$ cat src/hdl/mon_pkg.sv
package mon_pkg;

	// word assembly
	localparam int word_w = 32;
	localparam int hex_digits = 8;

	// commands recognised by the character decoder
	typedef enum logic [2:0] {
		cmd_none     = 3'd0,
		cmd_go       = 3'd1,
		cmd_quit     = 3'd2,
		cmd_write    = 3'd3,
		cmd_read     = 3'd4,
		cmd_stop     = 3'd5,
		cmd_print_pc = 3'd6,
		cmd_crlf     = 3'd7
	} cmd_code_t;

	// monitor command states
	typedef enum logic [3:0] {
		st_idle      = 4'd0,
		st_go_addr   = 4'd1,
		st_go_run    = 4'd2,
		st_wr_addr   = 4'd3,
		st_wr_data   = 4'd4,
		st_rd_start  = 4'd5,
		st_rd_end    = 4'd6,
		st_rd_dump   = 4'd7,
		st_stop_addr = 4'd8,
		st_pc_print  = 4'd9
	} mon_state_t;

	// one received character, already classified
	typedef struct packed {
		logic strobe;
		cmd_code_t code;
		logic is_hex;
		logic [3:0] nibble;
	} char_info_t;

	// breakpoint setting as typed by the user
	typedef struct packed {
		logic [word_w-3:0] addr;
		logic reserved;
		logic disabled;
	} bp_view_t;

	typedef union packed {
		logic [word_w-1:0] raw;
		bp_view_t bp;
	} mon_word_u;

	// single-cycle pulses to the CPU control logic
	typedef struct packed {
		logic write_address_set;
		logic write_data_en;
		logic read_start_set;
		logic read_end_set;
		logic read_stop;
		logic pc_print;
		logic quit;
		logic crlf;
	} mon_event_t;

endpackage

$ cat src/hdl/mon_break_point.sv
`timescale 1ns/10ps

module mon_break_point (
	input  logic clk,
	input  logic rst_n,
	input  logic bp_load,
	input  mon_pkg::mon_word_u word,
	input  logic [31:0] pc_data,
	input  logic cpu_run_state,
	output logic bp_hit
);
	import mon_pkg::*;

	logic [word_w-3:0] bp_addr;
	logic bp_en;

	// bit 0 of the typed address turns the breakpoint off
	always_ff @(posedge clk or negedge rst_n) begin
		if (!rst_n) begin
			bp_addr <= '0;
			bp_en <= 1'b0;
		end else if (bp_load) begin
			bp_addr <= word.bp.addr;
			bp_en <= ~word.bp.disabled;
		end
	end

	// word address compare, only while running
	assign bp_hit = cpu_run_state && bp_en && (bp_addr == pc_data[31:2]);

endmodule

$ cat src/hdl/mon_char_decode.sv
`timescale 1ns/10ps

module mon_char_decode (
	input  logic clk,
	input  logic rst_n,
	input  logic [7:0] rx_char,
	input  logic rx_valid,
	output mon_pkg::char_info_t info
);
	import mon_pkg::*;

	logic [7:0] char_q;
	logic strobe_q;
	cmd_code_t char_code;
	logic char_is_hex;
	logic [3:0] char_nibble;

	always_ff @(posedge clk or negedge rst_n) begin
		if (!rst_n) begin
			char_q <= 8'h00;
			strobe_q <= 1'b0;
		end else begin
			strobe_q <= rx_valid;
			if (rx_valid) begin
				char_q <= rx_char;
			end
		end
	end

	// command table
	always_comb begin
		case (char_q)
			8'h67: char_code = cmd_go;        // g
			8'h03: char_code = cmd_quit;      // ctrl-c
			8'h77: char_code = cmd_write;     // w
			8'h72: char_code = cmd_read;      // r
			8'h73: char_code = cmd_stop;      // s
			8'h6a: char_code = cmd_print_pc;  // j
			8'h0d: char_code = cmd_crlf;      // CR
			default: char_code = cmd_none;
		endcase
	end

	// hex digits, lower case letters only
	always_comb begin
		char_is_hex = 1'b0;
		char_nibble = 4'h0;
		if (char_q >= 8'h30 && char_q <= 8'h39) begin
			char_is_hex = 1'b1;
			char_nibble = char_q[3:0];
		end else if (char_q >= 8'h61 && char_q <= 8'h66) begin
			char_is_hex = 1'b1;
			// 'a' has low nibble 1
			char_nibble = char_q[3:0] + 4'h9;
		end
	end

	assign info = '{strobe: strobe_q, code: char_code, is_hex: char_is_hex, nibble: char_nibble};

endmodule

$ cat src/hdl/mon_cmd_fsm.sv
`timescale 1ns/10ps

module mon_cmd_fsm #(
	parameter int START_DELAY = 3
) (
	input  logic clk,
	input  logic rst_n,
	input  mon_pkg::char_info_t info,
	input  logic word_valid,
	input  logic dump_running,
	input  logic cpu_run_state,
	input  logic bp_hit,
	output logic collect,
	output logic word_start,
	output logic bp_load,
	output mon_pkg::mon_event_t events,
	output logic pc_print_sel,
	output logic cpu_start
);
	import mon_pkg::*;

	mon_state_t state;
	mon_state_t state_next;
	logic is_quit;
	logic is_crlf;
	logic is_pc_cmd;
	logic run_break;
	logic quit_pulse;
	logic go_done;
	logic wr_addr_done;
	logic rd_end_done;
	logic stop_done;
	logic [START_DELAY-1:0] go_dly;

	// states that take hex digits
	function automatic logic is_entry(input mon_state_t s);
		return s inside {st_go_addr, st_wr_addr, st_wr_data, st_rd_start, st_rd_end,
			st_stop_addr};
	endfunction

	assign is_quit = info.strobe && (info.code == cmd_quit);
	assign is_crlf = info.strobe && (info.code == cmd_crlf);
	assign is_pc_cmd = info.strobe && (info.code == cmd_print_pc);
	assign run_break = (state == st_go_run) && bp_hit;

	always_comb begin
		state_next = state;
		if (is_quit) begin
			state_next = st_idle;
		end else begin
			case (state)
				st_idle: begin
					// letters are only taken here
					if (info.strobe) begin
						case (info.code)
							cmd_go:       state_next = st_go_addr;
							cmd_write:    state_next = st_wr_addr;
							cmd_read:     state_next = st_rd_start;
							cmd_stop:     state_next = st_stop_addr;
							cmd_print_pc: state_next = st_pc_print;
							default:      state_next = st_idle;
						endcase
					end
				end
				st_go_addr:   if (word_valid) state_next = st_go_run;
				st_go_run:    if (run_break) state_next = st_idle;
				st_wr_addr:   if (word_valid) state_next = st_wr_data;
				st_wr_data:   state_next = st_wr_data;
				st_rd_start:  if (word_valid) state_next = st_rd_end;
				st_rd_end:    if (word_valid) state_next = st_rd_dump;
				st_rd_dump:   if (!dump_running) state_next = st_idle;
				st_pc_print:  if (!dump_running) state_next = st_idle;
				st_stop_addr: if (word_valid) state_next = st_idle;
				default:      state_next = st_idle;
			endcase
		end
	end

	always_ff @(posedge clk or negedge rst_n) begin
		if (!rst_n) begin
			state <= st_idle;
		end else begin
			state <= state_next;
		end
	end

	// completed-number transitions
	assign go_done = (state == st_go_addr) && (state_next == st_go_run);
	assign wr_addr_done = (state == st_wr_addr) && (state_next == st_wr_data);
	assign rd_end_done = (state == st_rd_end) && (state_next == st_rd_dump);
	assign stop_done = (state == st_stop_addr) && word_valid && !is_quit;

	assign quit_pulse = is_quit || run_break;

	assign collect = is_entry(state);
	assign word_start = (state == st_idle) && is_entry(state_next);
	assign bp_load = stop_done;
	assign pc_print_sel = (state == st_pc_print);

	always_comb begin
		events.write_address_set = (state == st_wr_addr) && word_valid;
		events.write_data_en = (state == st_wr_data) && word_valid;
		events.read_start_set = (state == st_rd_start) && word_valid;
		events.read_end_set = (state == st_rd_end) && word_valid;
		events.read_stop = (state == st_rd_dump) && is_quit;
		events.pc_print = (state == st_idle) && (state_next == st_pc_print);
		events.quit = quit_pulse;
		// line end after a finished command line
		events.crlf = go_done || wr_addr_done || rd_end_done || stop_done || quit_pulse
			|| is_crlf || (is_pc_cmd && !cpu_run_state);
	end

	// cpu start follows the go address by START_DELAY cycles
	always_ff @(posedge clk or negedge rst_n) begin
		if (!rst_n) begin
			go_dly <= '0;
		end else begin
			go_dly <= (go_dly << 1) | (START_DELAY)'(go_done);
		end
	end

	assign cpu_start = go_dly[START_DELAY-1];

endmodule

$ cat src/hdl/mon_hex_word.sv
`timescale 1ns/10ps

module mon_hex_word (
	input  logic clk,
	input  logic rst_n,
	input  mon_pkg::char_info_t info,
	input  logic collect,
	input  logic word_start,
	input  logic quit,
	output mon_pkg::mon_word_u word,
	output logic word_valid
);
	import mon_pkg::*;

	localparam int cnt_w = $clog2(hex_digits);

	logic [word_w-1:0] acc;
	logic [word_w-1:0] acc_next;
	logic [cnt_w-1:0] cnt;
	logic accept;
	logic last_digit;

	// digits only count inside an entry state
	assign accept = info.strobe & info.is_hex & collect;
	assign last_digit = accept & (cnt == cnt_w'(hex_digits - 1));
	assign acc_next = {acc[word_w-5:0], info.nibble};

	always_ff @(posedge clk or negedge rst_n) begin
		if (!rst_n) begin
			acc <= '0;
			cnt <= '0;
		end else if (quit || word_start) begin
			acc <= '0;
			cnt <= '0;
		end else if (accept) begin
			acc <= acc_next;
			// wrap so further digits start a new word
			if (last_digit) begin
				cnt <= '0;
			end else begin
				cnt <= cnt + 1'b1;
			end
		end
	end

	// completed word, held until the next one
	always_ff @(posedge clk or negedge rst_n) begin
		if (!rst_n) begin
			word <= '0;
			word_valid <= 1'b0;
		end else begin
			word_valid <= last_digit;
			if (last_digit) begin
				word.raw <= acc_next;
			end
		end
	end

endmodule

$ cat src/hdl/uart_monitor.sv
`timescale 1ns/10ps

module uart_monitor #(
	parameter int START_DELAY = 3
) (
	input  logic clk,
	input  logic rst_n,
	input  logic [7:0] rx_char,
	input  logic rx_valid,
	input  logic dump_running,
	input  logic cpu_run_state,
	input  logic [31:0] pc_data,
	output logic [31:0] uart_data,
	output mon_pkg::mon_event_t events,
	output logic pc_print_sel,
	output logic cpu_start,
	output logic bp_hit
);
	import mon_pkg::*;

	char_info_t info;
	mon_word_u word;
	logic word_valid;
	logic collect;
	logic word_start;
	logic bp_load;

	mon_char_decode u_char_decode (
		.clk      (clk),
		.rst_n    (rst_n),
		.rx_char  (rx_char),
		.rx_valid (rx_valid),
		.info     (info)
	);

	mon_hex_word u_hex_word (
		.clk        (clk),
		.rst_n      (rst_n),
		.info       (info),
		.collect    (collect),
		.word_start (word_start),
		.quit       (events.quit),
		.word       (word),
		.word_valid (word_valid)
	);

	mon_cmd_fsm #(
		.START_DELAY (START_DELAY)
	) u_cmd_fsm (
		.clk           (clk),
		.rst_n         (rst_n),
		.info          (info),
		.word_valid    (word_valid),
		.dump_running  (dump_running),
		.cpu_run_state (cpu_run_state),
		.bp_hit        (bp_hit),
		.collect       (collect),
		.word_start    (word_start),
		.bp_load       (bp_load),
		.events        (events),
		.pc_print_sel  (pc_print_sel),
		.cpu_start     (cpu_start)
	);

	mon_break_point u_break_point (
		.clk           (clk),
		.rst_n         (rst_n),
		.bp_load       (bp_load),
		.word          (word),
		.pc_data       (pc_data),
		.cpu_run_state (cpu_run_state),
		.bp_hit        (bp_hit)
	);

	// address and data words go out as plain words
	assign uart_data = word.raw;

endmodule

$ cat config.mk
export PLATFORM = sky130hd
export DESIGN_NAME = uart_monitor
export DESIGN_NICKNAME = d
export VERILOG_FILES = /design/src/hdl/mon_pkg.sv /design/src/hdl/mon_break_point.sv /design/src/hdl/mon_char_decode.sv /design/src/hdl/mon_cmd_fsm.sv /design/src/hdl/mon_hex_word.sv /design/src/hdl/uart_monitor.sv
export SDC_FILE = /design/constraint.sdc
export NUM_CORES = 1
export LEC_CHECK = 0
export ABC_AREA = 1
export BUFFER_PORTS_ARGS = -buffer_cell sky130_fd_sc_hd__buf_4
export CAP_MARGIN = 20
export CORE_ASPECT_RATIO = 1.5
export CORE_MARGIN = 3
export CORE_UTILIZATION = 32
export DETAILED_ROUTE_END_ITERATION = 10
export PLACE_DENSITY = 0.47
export SLEW_MARGIN = 20
export SYNTH_ARGS = -nofsm -noshare
export SYNTH_HDL_FRONTEND = slang
export SYNTH_SLANG_ARGS = --single-unit
$ cat constraint.sdc
create_clock -name clk -period 3.1 [get_ports clk]
set_input_delay 0.465 -clock clk [delete_from_list [all_inputs] [get_ports clk]]
set_output_delay 0.465 -clock clk [all_outputs]
set_load 0.01 [all_outputs]
* After elaboration in Yosys (flattened, before gate mapping)
Index checks and enable logic that the tools add are counted.
** Word-level totals
- Logic and storage cells :: 112
- Output and inout bits :: 43
- Register bits after elaboration :: 111
- Memories :: 0
- Memory bits (writable) :: 0
- Bits of input ports :: 45
- Latch bits :: 0
- ROM bits :: 0
** Cells by class
- Divide/modulo/power cells :: 0
- Multipliers :: 0
- Multiplexer cells :: 21
- Bitwise gates (word level) :: 5
- Add/sub/neg operators :: 2
- Shifts and indexed selects :: 0
- Reductions and logical operators :: 36
- $lt $le $gt $ge :: 4
- Equality and inequality tests :: 34
** Operator list (number)
- $mux 28 :: 2
- $mux 4 :: 11
- $eq 8x7->1 const B :: 5
- $pmux 4 s9 :: 1
- $eq 4x3->1 const B :: 8
- $eq 30x30->1 :: 1
- $logic_and 1x1->1 :: 21
- $pmux 3 s7 :: 1
- $pmux 4 s5 :: 1
- $eq 4x2->1 const B :: 4
- $eq 4x4->1 const B :: 4
- $eq 3x3->1 const B :: 5
- $reduce_bool 6->1 :: 2
- $mux 3 :: 3
- $eq 4x1->1 const B :: 2
- $eq 8x2->1 const B :: 1
- $eq 8x4->1 const B :: 1
- $ge 8x6->1 const B :: 1
- $ge 8x7->1 const B :: 1
- $le 8x6->1 const B :: 1
- $le 8x7->1 const B :: 1
- $logic_or 1x1->1 :: 8
- $eq 3x2->1 const B :: 2
- $add 4x4->4 const B :: 1
- other kinds (10) :: 14

* Logic depth before layout (Yosys ltp)
- Depth in word-level cells :: 15
- Gate-level depth with buffers :: 18
- Depth with buffers taken out :: 17

* By module
Synthesis repeated with hierarchy kept, for this count alone.
** Second synthesis, totals
- Cell total of the unflattened synthesis :: 762
- Area total of the unflattened synthesis :: 5741.8 um^2
** Modules (own cells, without submodules)
- mon_hex_word :: cells each 287, area each 2661.3 um^2, seq. area each 1601.5 um^2, times used 1
- mon_break_point :: cells each 267, area each 1719.1 um^2, seq. area each 775.7 um^2, times used 1
- mon_char_decode :: cells each 95, area each 704.4 um^2, seq. area each 225.2 um^2, times used 1
- mon_cmd_fsm :: cells each 113, area each 656.9 um^2, seq. area each 175.2 um^2, times used 1

* Worst setup path after synthesis
Ideal clock, no wire load.
- Path kind :: reg-to-output
- From :: register u_char_decode.char_q[0]
- To :: output events[2] in the netlist's numbering
- Setup slack :: 0.897 ns
- Data required time :: 2.635 ns
- Arrival time :: 1.738 ns
- Buffers on the path :: 0
- Cell stages (with the launch flop) :: 13
- Cell sequence :: dfrtp_1 > inv_1 > ha_1 > inv_1 > nor3_1 > nand2_1 > nand3_1 > nor2_1 > nand2_1 > nand2_2 > nand2_1 > nand2_1 > nor4_1
** RTL lines
- start, declared :: RTL line mon_char_decode.sv:12 : logic [7:0] char_q;
- start signal, assigned :: RTL line mon_char_decode.sv:25 : char_q <= rx_char;
- end, declared :: RTL line uart_monitor.sv:14 : output mon_pkg::mon_event_t events,

==> flow_metrics.tcl <==
set metrics [dict create \
    dp_hpwl_mm 11.1 \
    r2r_slack_ps 650 \
    cts_tree "yes" \
    cellPowerDensity_nw_per_um2 596 \
    path_max_fanout 5 \
    drive_gt1_share_pct 20.2 \
    die-height_microns 173 \
    core_sq_um 18100 \
    synthAdderAreaFrac_pct 1.26 \
    p_int_mw 2.67 \
    die_x_microns 117 \
    synth-edff-count 0 \
    postCtsSetupRepairBufs 0 \
    synthesis.area_sq_um 5960 \
    antenna_found_initial 0 \
    nets 904 \
    leakagePower_nw 3.55 \
    synth_seq_cells 111 \
    power_frac_comb_pct 32.4 \
    first_iter_violations 161 \
    slowest_delay_ps 390 \
    yosysWarnings 0 \
    end_kind "primary output" \
    slew_headroom_pct 51.5 \
    clock_power_share_pct 27.0 \
    synth_cells 770 \
    ant_nets 0 \
    p_total_mw 4.27 \
    grt_pass1_vias 4792 \
    rr_worst_depth 16 \
    wl_mm 14.6 \
    root_buffer "clkbuf_16" \
    synth.most_common_cell "nand2_1" \
    synth-compound-area-share_pct 10.4 \
    synth_top_family_by_area "simple AND/OR/NAND/NOR gates" \
    syn-num-nets 821 \
    setup_violations 0 \
    grt_max_degree 63 \
    setup_ws_ps 226 \
    grt_overflow 0 \
    r2r-start "u_char_decode.char_q[0]" \
    synth_top_area_share_pct 46.6 \
    ys.flop_type "dfrtp_1" \
    synth-xor-area-share_pct 1.03 \
    rsz0062_at_grt "false" \
    synth_cell_type_count 40 \
    synthTopCellsByCount "220 x nand2_1, 145 x inv_1, 111 x dfrtp_1" \
    io_buffers 85 \
    critical-path-top-delay-family "simple AND/OR/NAND/NOR gates" \
    ys_top_cells_by_area "dfrtp_1 47%, nand2_1 14%, inv_1 9.1%" \
    n_antenna_cell 0 \
    min_path_type "in -> async" \
    p_seq_share_pct 40.7 \
    clock_latency_ps 350 \
    vias_per_cell 4.39 \
    finClkSkew_ps 10.1 \
    ys_seq_area_share_pct 46.6 \
    cp_data_required_time_ps 2630 \
    holdBufCountCts 0 \
    grtUsageTotal_pct 14.7 \
    synthMuxAreaShare_pct 0.189 \
    fmax_ghz 0.348 \
    tns_ps 0 \
    clock_sinks 111 \
    p_switching_mw 1.60 \
    critPathLaunchType "flip-flop" \
    async_reset_ff_share_pct 100 \
    htreeDepth 3 \
    crit_arrival_ps 2410 \
    fin_crit_ps 2870 \
    ctsLongestPathBuffers 2 \
    vias 4853 \
    status "finished clean" \
    final_area_sq_um 7160 \
    path_class "reg -> out" \
    io_pins 88 \
    maxCapViolCount 0 \
    synth_top_cell_by_area "dfrtp_1" \
    wl_per_cell_microns 13.2 \
    critPathBufInv 4 \
    synth_simple_gate_area_share_pct 28.2 \
    sw_frac_of_total_pct 37.5 \
    timing.rr.end "u_hex_word.cnt[0]" \
    path_cells "inv_1, ha_1, inv_1, nor3_1, nand2_1, nand2_1, nor2_2, inv_1, nand3_1, nand2_1, a21oi_1, nand3_1, a21o_1, buf_4" \
    cts_buffers 9 \
    dieArea_sq_um 20300 \
    grt_pass1_wl_mm 24.2 \
    utilization_pct 39.6 \
    clk_pin_slew_worst_paths_ps 80 \
    critPathSlowestCell "dfrtp_1" \
    avgSynthCellArea_sq_um 7.74 \
    row_count 60 \
    ir_worst_vdd_uv 268 \
    slew_viol_final 0 \
    hold_viol_final 0 \
    dpl_cell_area_sq_um 6860 \
    drcViolationCount 0 \
    syn2layout_area_growth_pct 20.2 \
    gp_congestion 0.837 \
    start_util_pct 32.9 \
    drt_first_pass_iters 4 \
    tightest_slew_ps 728 \
    place_ws_ps 289 \
    timing.final.crit_share_pct 92.7 \
]
-- through the flow --
stage,std cells,hold WS [ps]
after CTS,1106,203
after detailed placement,1090,335
final,1106,174
after global routing,1106,228
after global placement,1090,333
after floorplan,770,169
-- per-layer routing --
metal	vias to the layer above	share of wire, %	wire length, microns	track usage (%)
met3	17	2.8	409	2.45
met1	2244	43	6240	17.4
met4	0	2.2	325	5.23
li1	2497	-	-	-
met2	95	52	7580	26.6
met5	-	0	0	0
-- power by group through the flow --
stage | clock network (mW) | logic [mW] | registers, mW
2_1_floorplan | 0 | 0.973 | 1.76
6_report | 1.15 | 1.38 | 1.73
3_3_place_gp | 0 | 1.37 | 1.76
5_1_grt | 1.25 | 1.51 | 1.76
4_1_cts | 1.19 | 1.39 | 1.74
3_5_place_dp | 0 | 1.38 | 1.76
-- sequential cells by signal, summed over array words and instances, names as in the netlist --
signal,count
u_hex_word.word_valid,1
u_cmd_fsm.go_dly,3
u_break_point.bp_addr,30
u_cmd_fsm.state,4
u_hex_word.acc,28
u_char_decode.char_q,8
u_break_point.bp_en,1
u_char_decode.strobe_q,1
u_hex_word.word,32
u_hex_word.cnt,3
-- area by class of cell --
type                       instances  area, sq um
fill                            1932        10900
clock buffer                      10          229
timing repair buffer              96          746
tap                              248          310
inverter                         153          574
sequential                       111         2780
multi-input combinational        482         2470
clock inverter                     6         57.6
-- timing repair --
action | CTS | global route
setup endpoints to repair | 0 | 1
resized for setup | 0 | 6
hold endpoints to repair | 0 | 0
-- worst max-delay path by stage --
stage | start | endpoint | depth (start not counted)
4_1_cts | u_break_point.bp_addr[5] | events[0] | 16
5_1_grt | u_char_decode.char_q[0] | events[0] | 13
3_5_place_dp | pc_data[2] | events[0] | 18
6_report | u_char_decode.char_q[0] | events[0] | 14
2_1_floorplan | u_char_decode.char_q[0] | events[2] | 12
3_3_place_gp | pc_data[2] | events[0] | 18
-- cells by family after synthesis --
kind of cell / Yosys count
AO/OA/AOI/OAI: 116
XOR/XNOR: 7
adder cells (fa/ha/maj): 6
buffers and inverters: 177
flip-flops: 111
multiplexers: 1
AND/OR/NAND/NOR: 352
-- cell usage in the layout, fill, tap and decap left out, types with 2 or more instances in the layout --
cell,netlist,layout
nand2_1,220,219
inv_1,145,145
dfrtp_1,111,111
buf_4,2,94
o21ai_0,72,71
nor2_1,55,53
nor2_4,31,32
a21oi_1,25,25
nand3_1,18,16
o21ai_1,9,10
clkbuf_16,0,9
inv_2,7,7
nor2_2,5,6
ha_1,6,6
nand4_1,5,5
nand2_2,4,5
xnor2_1,4,4
nor3_1,4,4
xor2_1,3,3
nor3_2,3,3
nand3_2,1,3
inv_6,0,3
nand3b_1,2,2
a22o_1,2,2
inv_8,0,2
buf_12,3,2
Power figures use the tool's default switching activity.
